## src/hw/uart_link_macros.svh

```systemverilog
// ~~~~~~~~~~~~~~~~~~~~~~~~~~~~~~~~~~~~~~~~
// UART command node constants
// Clocking, line format and reply codes
// ~~~~~~~~~~~~~~~~~~~~~~~~~~~~~~~~~~~~~~~~

`ifndef UART_LINK_MACROS_SVH
`define UART_LINK_MACROS_SVH

// System clock and line rate
`define LINK_CLK_FREQ     24000000
`define LINK_BAUD         2000000
`define LINK_CLKS_PER_BIT (`LINK_CLK_FREQ / `LINK_BAUD)

// 0 selects even parity over the 8 data bits, 1 selects odd
`define LINK_PARITY_ODD   0

// Size of the nibble register file
`define LINK_NUM_REGS     4

// Reply nibbles for WRITE and for any error
`define LINK_REPLY_ACK    4'hA
`define LINK_REPLY_ERR    4'hF

`endif

```

## src/hw/uart_link_pkg.sv

```systemverilog
// ~~~~~~~~~~~~~~~~~~~~~~~~~~~~~~~~~~~~~~~~
// UART command node shared types
// Vector widths for bytes, nibbles and syndromes,
// and the state encodings of the three FSMs
// ~~~~~~~~~~~~~~~~~~~~~~~~~~~~~~~~~~~~~~~~

package uart_link_pkg;

    typedef logic [7:0] byte_t;      // One UART data byte (SECDED codeword)
    typedef logic [3:0] nibble_t;    // Payload or register value
    typedef logic [2:0] syndrome_t;  // Hamming syndrome, 0 means clean

    // Receiver FSM
    typedef enum logic [2:0] {
        RX_IDLE,    // Line high, waiting for falling edge
        RX_START,   // Confirming start bit at half period
        RX_DATA,    // Eight data bits, LSB first
        RX_PARITY,  // UART parity bit
        RX_STOP     // Stop bit check
    } rx_state_t;

    // Transmitter FSM
    typedef enum logic [1:0] {
        TX_IDLE,    // tx held high
        TX_SEND,    // Start, data and parity bits
        TX_STOP     // Last bit period, stop bit on line
    } tx_state_t;

    // Command FSM
    typedef enum logic {
        EX_WAIT_OP,  // Next nibble is an opcode
        EX_WAIT_ARG  // Next nibble is the argument of a saved opcode
    } exec_state_t;

endpackage

```

## src/hw/nibble_if.sv

```systemverilog
// ~~~~~~~~~~~~~~~~~~~~~~~~~~~~~~~~~~~~~~~~
// Decoded nibble link
// Carries one nibble per strobe from the SECDED
// decoder to the command stage, with error flags
// ~~~~~~~~~~~~~~~~~~~~~~~~~~~~~~~~~~~~~~~~

`timescale 1ns/1ps

interface nibble_if import uart_link_pkg::*; ();

    logic    valid;          // One-cycle strobe
    nibble_t data;           // Corrected payload
    logic    corrected;      // Single-bit error fixed
    logic    uncorrectable;  // Double error or bad UART frame

    // Decoder side
    modport src (
        output valid,
        output data,
        output corrected,
        output uncorrectable
    );

    // Command stage side
    modport dst (
        input valid,
        input data,
        input corrected,
        input uncorrectable
    );

endinterface

```

## src/hw/uart_rx.sv

```systemverilog
// ~~~~~~~~~~~~~~~~~~~~~~~~~~~~~~~~~~~~~~~~
// UART receiver
// 8 data bits LSB first, parity and stop bit,
// sampled at mid-bit with a start glitch filter
// ~~~~~~~~~~~~~~~~~~~~~~~~~~~~~~~~~~~~~~~~

`timescale 1ns/1ps
`include "uart_link_macros.svh"

module uart_rx import uart_link_pkg::*; (
    input  logic  clk,
    input  logic  rst_n,
    input  logic  rx,
    output byte_t data,
    output logic  done,
    output logic  frame_bad
);

    localparam int CNT_W = $clog2(`LINK_CLKS_PER_BIT);
    localparam logic [CNT_W-1:0] BIT_LAST  = CNT_W'(`LINK_CLKS_PER_BIT - 1);
    localparam logic [CNT_W-1:0] HALF_LAST = CNT_W'(`LINK_CLKS_PER_BIT / 2 - 1);

    rx_state_t        state;
    logic             rx_meta;     // Synchronizer stages
    logic             rx_sync;
    logic [CNT_W-1:0] cnt;         // Clocks within a bit period
    logic [2:0]       bit_idx;     // Data bit being received
    logic             tick;        // Mid-bit sample point
    byte_t            shreg;
    logic             par_bit;
    logic             parity_bad;

    assign tick       = (cnt == BIT_LAST);
    assign data       = shreg;
    assign parity_bad = (^{shreg, par_bit}) != 1'(`LINK_PARITY_ODD);

    always_ff @(posedge clk) begin
        if (!rst_n) begin
            rx_meta <= 1'b1;
            rx_sync <= 1'b1;  // Idle line level
        end else begin
            rx_meta <= rx;
            rx_sync <= rx_meta;
        end
    end

    always_ff @(posedge clk) begin
        if (!rst_n) begin
            state     <= RX_IDLE;
            cnt       <= '0;
            bit_idx   <= '0;
            done      <= 1'b0;
            frame_bad <= 1'b0;
        end else begin
            done <= 1'b0;  // Strobe by default
            case (state)
                RX_IDLE: begin
                    cnt <= '0;
                    if (!rx_sync) state <= RX_START;  // Falling edge seen
                end
                RX_START: begin
                    if (cnt == HALF_LAST) begin
                        cnt     <= '0;
                        bit_idx <= '0;
                        // Still low at half bit, else a glitch
                        state   <= rx_sync ? RX_IDLE : RX_DATA;
                    end else begin
                        cnt <= cnt + 1'b1;
                    end
                end
                RX_DATA: begin
                    if (tick) begin
                        cnt     <= '0;
                        bit_idx <= bit_idx + 1'b1;
                        if (bit_idx == 3'd7) state <= RX_PARITY;
                    end else begin
                        cnt <= cnt + 1'b1;
                    end
                end
                RX_PARITY: begin
                    if (tick) begin
                        cnt   <= '0;
                        state <= RX_STOP;
                    end else begin
                        cnt <= cnt + 1'b1;
                    end
                end
                RX_STOP: begin
                    if (tick) begin
                        done      <= 1'b1;
                        frame_bad <= parity_bad | ~rx_sync;  // Stop bit must be high
                        state     <= RX_IDLE;
                    end else begin
                        cnt <= cnt + 1'b1;
                    end
                end
                default: state <= RX_IDLE;
            endcase
        end
    end

    // Data and parity capture
    always_ff @(posedge clk) begin
        if (state == RX_DATA && tick) shreg <= {rx_sync, shreg[7:1]};  // LSB first
        if (state == RX_PARITY && tick) par_bit <= rx_sync;
    end

    a_done_single: assert property (@(posedge clk) disable iff (!rst_n) done |=> !done)
        else $error("uart_rx done held for two cycles");

endmodule

```

## src/hw/secded_decode.sv

```systemverilog
// ~~~~~~~~~~~~~~~~~~~~~~~~~~~~~~~~~~~~~~~~
// SECDED nibble decoder
// Hamming(7,4) plus overall parity, fixes one bit
// and flags double errors and bad frames
// ~~~~~~~~~~~~~~~~~~~~~~~~~~~~~~~~~~~~~~~~

`timescale 1ns/1ps

module secded_decode import uart_link_pkg::*; (
    input  logic   clk,
    input  logic   rst_n,
    input  byte_t  byte_in,
    input  logic   byte_done,
    input  logic   frame_bad,
    nibble_if.src  nib
);

    syndrome_t syn;
    logic      p_all;       // Overall parity, 1 means odd error count
    byte_t     flip_mask;
    byte_t     fixed;
    logic      corr_c;
    logic      uncorr_c;

    // Bits 0..6 are Hamming positions 1..7
    assign syn[0] = byte_in[0] ^ byte_in[2] ^ byte_in[4] ^ byte_in[6];  // Pos 1,3,5,7
    assign syn[1] = byte_in[1] ^ byte_in[2] ^ byte_in[5] ^ byte_in[6];  // Pos 2,3,6,7
    assign syn[2] = byte_in[3] ^ byte_in[4] ^ byte_in[5] ^ byte_in[6];  // Pos 4,5,6,7
    assign p_all  = ^byte_in;

    always_comb begin
        flip_mask = '0;
        corr_c    = 1'b0;
        uncorr_c  = 1'b0;
        if (frame_bad) begin
            uncorr_c = 1'b1;  // Bad UART frame overrides ECC
        end else if (syn != '0) begin
            if (p_all) begin
                flip_mask[syn - 3'd1] = 1'b1;  // Single error at position syn
                corr_c = 1'b1;
            end else begin
                uncorr_c = 1'b1;  // Two errors
            end
        end else if (p_all) begin
            corr_c = 1'b1;  // Only bit 7 hit, payload intact
        end
    end

    assign fixed = byte_in ^ flip_mask;

    always_ff @(posedge clk) begin
        if (!rst_n) begin
            nib.valid         <= 1'b0;
            nib.corrected     <= 1'b0;
            nib.uncorrectable <= 1'b0;
        end else begin
            nib.valid <= byte_done;  // Fixed 1-cycle latency
            if (byte_done) begin
                nib.corrected     <= corr_c;
                nib.uncorrectable <= uncorr_c;
            end
        end
    end

    always_ff @(posedge clk) begin
        if (byte_done) nib.data <= {fixed[6], fixed[5], fixed[4], fixed[2]};  // d3..d0
    end

    a_flags_exclusive: assert property (@(posedge clk) disable iff (!rst_n)
        nib.valid |-> !(nib.corrected && nib.uncorrectable))
        else $error("secded_decode corrected and uncorrectable both set");

endmodule

```

## src/hw/cmd_execute.sv

```systemverilog
// ~~~~~~~~~~~~~~~~~~~~~~~~~~~~~~~~~~~~~~~~
// Command execute stage
// Opcode/argument FSM over a nibble register file,
// corrected-error counter and one pending reply
// ~~~~~~~~~~~~~~~~~~~~~~~~~~~~~~~~~~~~~~~~

`timescale 1ns/1ps
`include "uart_link_macros.svh"

module cmd_execute import uart_link_pkg::*; (
    input  logic    clk,
    input  logic    rst_n,
    nibble_if.dst   nib,
    input  logic    busy,
    output logic    reply_valid,
    output nibble_t reply
);

    localparam logic [1:0] OP_WRITE  = 2'b00;
    localparam logic [1:0] OP_READ   = 2'b01;
    localparam logic [1:0] OP_ADD    = 2'b10;
    localparam logic [1:0] OP_STATUS = 2'b11;

    exec_state_t state, state_nxt;
    nibble_t     op_q;                          // Saved opcode for WAIT_ARG
    nibble_t     regs [0:`LINK_NUM_REGS-1];
    nibble_t     corr_cnt, corr_nxt;            // Corrected nibbles mod 16
    logic        pend;
    nibble_t     pend_reply;
    logic        cmd_done;
    nibble_t     cmd_reply;
    logic        wr_en;
    nibble_t     wr_val;
    logic        issue_pend, issue_new;

    assign corr_nxt = corr_cnt + nibble_t'(nib.valid & nib.corrected);

    always_comb begin
        state_nxt = state;
        cmd_done  = 1'b0;
        cmd_reply = `LINK_REPLY_ACK;
        wr_en     = 1'b0;
        wr_val    = nib.data;
        if (nib.valid) begin
            if (nib.uncorrectable) begin
                state_nxt = EX_WAIT_OP;  // Drop any saved opcode
                cmd_done  = 1'b1;
                cmd_reply = `LINK_REPLY_ERR;
            end else if (state == EX_WAIT_OP) begin
                case (nib.data[3:2])
                    OP_WRITE, OP_ADD: state_nxt = EX_WAIT_ARG;
                    OP_READ: begin
                        cmd_done  = 1'b1;
                        cmd_reply = regs[nib.data[1:0]];
                    end
                    OP_STATUS: begin
                        cmd_done  = 1'b1;
                        cmd_reply = corr_nxt;  // Counts this nibble too
                    end
                endcase
            end else begin
                state_nxt = EX_WAIT_OP;
                cmd_done  = 1'b1;
                wr_en     = 1'b1;
                if (op_q[3:2] == OP_ADD) begin
                    wr_val    = regs[op_q[1:0]] + nib.data;  // Wraps mod 16
                    cmd_reply = wr_val;
                end
            end
        end
    end

    // Reply goes out now if the transmitter is free, else waits in pend
    assign issue_pend = pend && !busy && !reply_valid;
    assign issue_new  = cmd_done && !busy && !reply_valid && !pend;

    always_ff @(posedge clk) begin
        if (!rst_n) begin
            state       <= EX_WAIT_OP;
            corr_cnt    <= '0;
            pend        <= 1'b0;
            reply_valid <= 1'b0;
            for (int i = 0; i < `LINK_NUM_REGS; i++) regs[i] <= '0;
        end else begin
            state       <= state_nxt;
            corr_cnt    <= corr_nxt;
            reply_valid <= issue_pend | issue_new;
            if (issue_pend) pend <= 1'b0;
            if (cmd_done && !issue_new) pend <= 1'b1;  // Newer reply overwrites
            if (wr_en) regs[op_q[1:0]] <= wr_val;
        end
    end

    always_ff @(posedge clk) begin
        if (nib.valid && state == EX_WAIT_OP) op_q <= nib.data;
        if (issue_pend) reply <= pend_reply;
        else if (issue_new) reply <= cmd_reply;
        if (cmd_done && !issue_new) pend_reply <= cmd_reply;
    end

    a_no_reply_when_busy: assert property (@(posedge clk) disable iff (!rst_n)
        reply_valid |-> !busy)
        else $error("cmd_execute issued reply while transmitter busy");

endmodule

```

## src/hw/reply_result.sv

```systemverilog
// ~~~~~~~~~~~~~~~~~~~~~~~~~~~~~~~~~~~~~~~~
// Reply encoder and UART transmitter
// SECDED-encodes the reply nibble and sends an
// 11-bit frame with start, parity and stop bits
// ~~~~~~~~~~~~~~~~~~~~~~~~~~~~~~~~~~~~~~~~

`timescale 1ns/1ps
`include "uart_link_macros.svh"

module reply_result import uart_link_pkg::*; (
    input  logic    clk,
    input  logic    rst_n,
    input  logic    reply_valid,
    input  nibble_t reply,
    output logic    busy,
    output logic    tx
);

    localparam int CNT_W = $clog2(`LINK_CLKS_PER_BIT);
    localparam logic [CNT_W-1:0] BIT_LAST = CNT_W'(`LINK_CLKS_PER_BIT - 1);

    tx_state_t        state;
    logic [CNT_W-1:0] cnt;        // Clocks within a bit period
    logic [3:0]       bit_cnt;    // Bits sent after the start bit
    logic             tick;
    byte_t            cw;         // SECDED codeword
    logic             uart_par;
    logic [9:0]       shreg;      // Data, parity and stop still to send

    // Hamming(7,4): p1 over d0,d1,d3; p2 over d0,d2,d3; p4 over d1,d2,d3
    assign cw[0] = reply[0] ^ reply[1] ^ reply[3];
    assign cw[1] = reply[0] ^ reply[2] ^ reply[3];
    assign cw[2] = reply[0];
    assign cw[3] = reply[1] ^ reply[2] ^ reply[3];
    assign cw[4] = reply[1];
    assign cw[5] = reply[2];
    assign cw[6] = reply[3];
    assign cw[7] = ^cw[6:0];  // Overall parity for double detect

    assign uart_par = (^cw) ^ 1'(`LINK_PARITY_ODD);
    assign tick     = (cnt == BIT_LAST);

    always_ff @(posedge clk) begin
        if (!rst_n) begin
            state   <= TX_IDLE;
            cnt     <= '0;
            bit_cnt <= '0;
            busy    <= 1'b0;
            tx      <= 1'b1;  // Line idles high
        end else begin
            case (state)
                TX_IDLE: begin
                    if (reply_valid) begin
                        tx      <= 1'b0;  // Start bit right away
                        busy    <= 1'b1;
                        cnt     <= '0;
                        bit_cnt <= '0;
                        state   <= TX_SEND;
                    end
                end
                TX_SEND: begin
                    if (tick) begin
                        cnt     <= '0;
                        tx      <= shreg[0];
                        bit_cnt <= bit_cnt + 1'b1;
                        if (bit_cnt == 4'd9) state <= TX_STOP;  // Stop bit now on line
                    end else begin
                        cnt <= cnt + 1'b1;
                    end
                end
                TX_STOP: begin
                    if (tick) begin
                        busy  <= 1'b0;  // End of stop bit
                        state <= TX_IDLE;
                    end else begin
                        cnt <= cnt + 1'b1;
                    end
                end
                default: state <= TX_IDLE;
            endcase
        end
    end

    // Frame payload, LSB first
    always_ff @(posedge clk) begin
        if (state == TX_IDLE && reply_valid) shreg <= {1'b1, uart_par, cw};
        else if (state == TX_SEND && tick) shreg <= {1'b1, shreg[9:1]};
    end

endmodule

```

## src/hw/uart_link_top.sv

```systemverilog
// ~~~~~~~~~~~~~~~~~~~~~~~~~~~~~~~~~~~~~~~~
// Serial command node top level
// rx pin -> UART rx -> SECDED decode -> execute
// -> SECDED encode and UART tx -> tx pin
// ~~~~~~~~~~~~~~~~~~~~~~~~~~~~~~~~~~~~~~~~

`timescale 1ns/1ps

module uart_link_top import uart_link_pkg::*; (
    input  logic clk,
    input  logic rst_n,
    input  logic rx,
    output logic tx
);

    byte_t   rx_byte;
    logic    rx_done;
    logic    rx_frame_bad;
    logic    reply_valid;
    nibble_t reply;
    logic    tx_busy;

    nibble_if nib_bus ();  // Decode to execute

    uart_rx u_uart_rx (
        .clk       (clk),
        .rst_n     (rst_n),
        .rx        (rx),
        .data      (rx_byte),
        .done      (rx_done),
        .frame_bad (rx_frame_bad)
    );

    secded_decode u_secded_decode (
        .clk       (clk),
        .rst_n     (rst_n),
        .byte_in   (rx_byte),
        .byte_done (rx_done),
        .frame_bad (rx_frame_bad),
        .nib       (nib_bus.src)
    );

    cmd_execute u_cmd_execute (
        .clk         (clk),
        .rst_n       (rst_n),
        .nib         (nib_bus.dst),
        .busy        (tx_busy),
        .reply_valid (reply_valid),
        .reply       (reply)
    );

    reply_result u_reply_result (
        .clk         (clk),
        .rst_n       (rst_n),
        .reply_valid (reply_valid),
        .reply       (reply),
        .busy        (tx_busy),
        .tx          (tx)
    );

endmodule

```

## config.mk

```make
export PLATFORM = sky130hd
export DESIGN_NAME = uart_link_top
export DESIGN_NICKNAME = d
export VERILOG_FILES = /design/src/hw/uart_link_pkg.sv /design/src/hw/nibble_if.sv /design/src/hw/uart_rx.sv /design/src/hw/secded_decode.sv /design/src/hw/cmd_execute.sv /design/src/hw/reply_result.sv /design/src/hw/uart_link_top.sv
export VERILOG_INCLUDE_DIRS = /design/src /design/src/hw
export SDC_FILE = /design/constraint.sdc
export NUM_CORES = 1
export LEC_CHECK = 0
export ABC_CLOCK_PERIOD_IN_PS = 6500
export BUFFER_PORTS_ARGS = -buffer_cell sky130_fd_sc_hd__buf_2
export CORE_MARGIN = 1
export CORE_UTILIZATION = 59
export DETAILED_ROUTE_END_ITERATION = 10
export GPL_TIMING_DRIVEN = 0
export PLACE_DENSITY = 0.74
export SLEW_MARGIN = 20
export SYNTH_ARGS = -nofsm -noshare
export SYNTH_HDL_FRONTEND = slang
export SYNTH_SLANG_ARGS = --single-unit
```

## constraint.sdc

```tcl
create_clock -name clk -period 6.5 [get_ports clk]
set_input_delay 0.65 -clock clk [delete_from_list [all_inputs] [get_ports clk]]
set_output_delay 0.65 -clock clk [all_outputs]
set_load 0.005 [all_outputs]
```

======== Word-level counts from Yosys, hierarchy flattened ========
Memories as Yosys holds them, arrays and structs flattened. A register that Yosys moved wholly into a read port is not among the register bits.
Cells that the tools add are included.
storage, ports and cells
  bits in registers ....................... 70
  memory bits (writable) .................. 16
  bits of input ports ..................... 3
  output and inout port bits .............. 1
  logic and storage cells ................. 206
  memories kept ........................... 1
memories
  memory              depth  width  rd ports  clocked after Yosys merged registers in  write ports  RTL line           RTL
  u_cmd_execute.regs  4      4      2         2                                        4            cmd_execute.sv:26  nibble_t regs [0:`LINK_NUM_REGS-1];
cells by class
  add/subtract/negate cells ............... 7
  order comparisons ....................... 2
  equality and inequality tests ........... 27
  multiplexer cells ....................... 77
  bitwise gates (word level) .............. 21
  reduce and logical (&&, ||, !) cells .... 45
operators by type and width
  operator             number
  $mux 4               18
  $mux 1               28
  $mux 3               8
  $mux 7               3
  $mux 9               2
  $mux 2               8
  $ne 2x1->1 const B   8
  $pmux 4 s2           2
  $pmux 4 s4           1
  $reduce_xor 8->1     2
  $pmux 3 s5           1
  $xor 1x1->1          15
  $add 4x1->4 const B  3
  $eq 4x4->1 const B   3
  $logic_and 1x1->1    12
  $pmux 4 s3           1
  $reduce_and 3->1     4
  $reduce_bool 2->1    6
  $reduce_xor 9->1     1
  $add 4x4->4          2
  $eq 2x2->1 const B   4
  $ne 2x2->1 const B   4
  $reduce_xor 7->1     1
  $xor 7x7->7          1
  26 further kinds     41

======== Depth between registers and ports, before layout ========
  depth in word-level cells ............... 13
  depth in mapped cells ................... 10
  depth with buffers taken out ............ 9

======== Cells and area by module ========
From an unflattened synthesis, not the netlist that was laid out.
second synthesis, totals
  cell total of the unflattened synthesis .. 388
  area total of the unflattened synthesis .. 4500.6 µm²
modules (own cells, without submodules)
  module         instances  cells each  area an instance (µm²)  sequential area each (µm²)
  cmd_execute    1          143         1871.8                  1021.0
  reply_result   1          111         1134.8                  510.5
  uart_rx        1          96          1028.5                  550.5
  secded_decode  1          38          465.4                   180.2

======== Least setup slack after synthesis ========
OpenSTA, ideal clock, no wires.
  path kind ............................... register to register
  start ................................... reg with a tool-made name
  end ..................................... mem u_cmd_execute.regs[2][3] in the netlist's numbering, data pin
  setup time .............................. 0.169 ns
  data arrival time ....................... 2.309 ns
  data required time ...................... 6.331 ns
  slack ................................... 4.021 ns
  cell stages (with the launch flop) ...... 8
  path buffers ............................ 0
  clock period less this slack ............ 2.479 ns
  cell sequence ........................... dfxtp_1 -> mux4_2 -> ha_1 -> a21o_1 -> a21oi_1 -> xor2_1 -> or3_1 -> a211oi_1
RTL lines
  item       RTL line
  to (decl)  cmd_execute.sv:26

==> results.ini <==
[job]
cap_viol_max_count = 0

[synthesis]
yosys_warnings = 0
yosysSeqAreaShare_pct = 51.8
async_flop_share_pct = 0
post-synth-top-count-cell = sky130_fd_sc_hd__edfxtp_1
synth_top_cell_by_area = sky130_fd_sc_hd__edfxtp_1
dominantRegCellSynth = sky130_fd_sc_hd__edfxtp_1
number_of_synthesized_flops_with_an_enable_pin = 50
netlist_area_sq_um = 4450
syn_inst = 386
synthTopCellsByCount = 50 x sky130_fd_sc_hd__edfxtp_1, 40 x sky130_fd_sc_hd__dfxtp_1, 31 x sky130_fd_sc_hd__nor2_1
synth_top_area_share_pct = 33.8
synth.distinct_cells = 49
synth.avg_cell_area_sq_um = 11.5
mappedNetlistNets = 408
main_area_contributors_after_synthesis = sky130_fd_sc_hd__edfxtp_1 34%, sky130_fd_sc_hd__dfxtp_1 18%, sky130_fd_sc_hd__ha_1 5.1%
ys_ff_latch = 90

[drt]
route.vias.total = 2946
first_iter_violations = 147
routed_via_density = 5.85
met3_wirelength_um = 257
drcViolationCount = 0
wl_met1_mm = 3.70
dr_wl_met2_mm = 3.66
wirelength_mm = 7.73
wire_per_inst_um = 15.3
detailedRoute.firstPassIterationCount = 4
antenna_violating_nets_post_route = 0
highest-signal-layer = met4

[sta]
max_slew.worst_pin.slew_ps = 774
timing.final.crit_period_ps = 2800
clock-skew-final_ps = 12.4
final-max-slew-violation-count = 0
final_hold_viol_count = 0
tns_ps = 0
rsz0062_at_grt = no
post-route-period-util_pct = 43.0
worst_slew_margin_rel_pct = 48.1
timing.fmax_mhz = 358
finalSetupViolations = 0

[min_path]
min-delay-path-class = register to register

[global_routing]
grt_max_degree = 17
first_global_vias = 2719
number_of_antenna_violations_at_the_first_check_in_global_routing = 0
grt_overflow = 0
grt_pass1_wl_mm = 13.0
global_router_s_overall_resource_usage_pct = 21.9

[pwr]
power.net_switching_uw = 226
static_leakage_nw = 1.77
power_switching_share_pct = 21.3
clock_power_share_pct = 39.8
power_density_nw_per_um2 = 220
vdd_drop_max_v = 0.000141
power.combinational.fraction_pct = 3.1
totalPowerFinal_mw = 1.06
pwr-share-seq_pct = 57.1
internal-power_uw = 834

[final_layout]
num_antenna_cells = 0
final_layout_size_suffix_gt1_share_pct = 11.6
area_growth_from_synthesis_to_layout_pct = 8.27
nets = 422

[worst_setup_path]
critical-path-max-stage-delay_ps = 470
worst_ep_arrival_time_ps = 3050
crit_chain = buf_2 > xor2_1 > xnor2_1 > inv_1 > ha_1 > ha_1 > nor4b_1 > nand3_1 > xnor2_1 > mux2_2
critical_path_peak_fanout = 4
critPathKind = register to register
critPathTopFamily = XOR/XNOR gates
cp_data_required_time_ps = 6750
crit_buf_inv = 2
critical_path.startpoint_type = register
critPathCaptureType = register
cpMaxStageDelayCell = sky130_fd_sc_hd__nor4b_1

[cts]
clock_insertion_delay_at_the_later_pin_of_the_skew_report_ps = 360
cts-htree-levels = 3
clock_tree_from_tritoncts = built
clkSlewWorstSetupHoldPaths_ps = 90
clockRootBuffer = sky130_fd_sc_hd__clkbuf_8
post_cts_resized = 0
clock_path_buffers = 2
cts_buffers = 9
numClockSinks = 90
post_cts_buffers = 0
cts.hold.buffers_added = 0

[placed_design]
port-buffer-count = 3
detailed_place_hpwl_mm = 5.52
place_congestion = 0.870

[floorplanning]
dieWidth_um = 88.8
dieArea_sq_um = 7890
core_rows = 31
initial_core_util_pct = 61.3
std_cell_core_area_sq_um = 7250
dieHeight_um = 88.8
ios = 4

[outcome]
outcome = finished, final reports clean

cell usage in the layout (no fill, tap or decap), drive strengths merged, types with 8 or more instances in the layout:
master / count
mux2: 11
nand2b: 8
o21ai: 15
ha: 18
inv: 13
nor2b: 17
xnor2: 15
nand3: 8
edfxtp: 50
nor2: 31
xor2: 9
and2: 9
clkbuf: 22
nand2: 26
mux4: 8
dfxtp: 40
a21oi: 14
kinds of logic (layout without fill, tap and decap cells):
group | after synthesis | in the layout | synth area share, %
mux | 26 | 26 | 8.50
simple gates | 124 | 124 | 14.3
compound gates | 73 | 73 | 10.8
xor+xnor | 28 | 28 | 6.87
flops | 90 | 90 | 51.8
buf+inv | 26 | 45 | 2.25
fa+ha+maj | 19 | 19 | 5.52
sequential cells by signal, summed over array words and instances, names as in the netlist, 2 cells and up, named ones only:
register / flops
u_uart_rx.cnt: 4
u_reply_result.cnt: 4
u_uart_rx.bit_idx: 3
u_secded_decode.nib.data: 4
u_cmd_execute.reply: 4
u_reply_result.state: 2
u_uart_rx.data: 8
u_cmd_execute.corr_cnt: 4
u_cmd_execute.pend_reply: 4
u_reply_result.shreg: 9
u_uart_rx.state: 3
u_cmd_execute.op_q: 4
u_reply_result.bit_cnt: 4
u_cmd_execute.regs: 16
layout make-up:
class	count	area, sq um
Buffer	15	58.8
Clock buffer	9	124
Clock inverter	7	100
Fill cell	555	2440
Inverter	11	41.3
Multi-Input combinational cell	270	2050
Sequential cell	90	2300
Tap cell	99	124
Timing Repair Buffer	3	15.0
metrics by stage:
| stage | cells | hold WS, ps | worst slack (ps) | area (sq um) | utilization, % |
|---|---|---|---|---|---|
| 2_1_floorplan | 386 | 386 | 4020 | 4450 | - |
| 3_3_place_gp | 488 | 396 | 3820 | 4590 | 63.2 |
| 3_5_place_dp | 488 | 404 | 3750 | 4590 | 63.3 |
| 4_1_cts | 504 | 430 | 3730 | 4810 | 66.4 |
| 5_1_grt | 504 | 465 | 3510 | 4810 | 66.4 |
| 6_report | 504 | 426 | 3700 | 4810 | 66.4 |
power by group through the flow:
stage	clock, mW	sequential (mW)	combinational, mW
3_5_place_dp	0	0.618	0.0325
5_1_grt	0.453	0.606	0.0360
3_3_place_gp	0	0.618	0.0317
4_1_cts	0.431	0.605	0.0327
6_report	0.422	0.605	0.0325
2_1_floorplan	0	0.617	0.0244
path summary, 6_finish.rpt:
kind,from,to,slack (ps),depth (start not counted)
max,u_uart_rx.data[6],register,3700,10
min,u_uart_rx.rx_meta,u_uart_rx.rx_sync,430,1
max reg2reg,u_uart_rx.data[6],register,3700,10
min reg2reg,u_uart_rx.rx_meta,u_uart_rx.rx_sync,430,1
layer usage:
layer | GRT usage, % | vias up
li1 | - | 1434
met2 | 35.5 | 53
met3 | 3.92 | 12
met4 | 7.77 | 0
met1 | 29.6 | 1447
met5 | 0 | -
No activity file was read; power rests on OpenSTA's default activity.
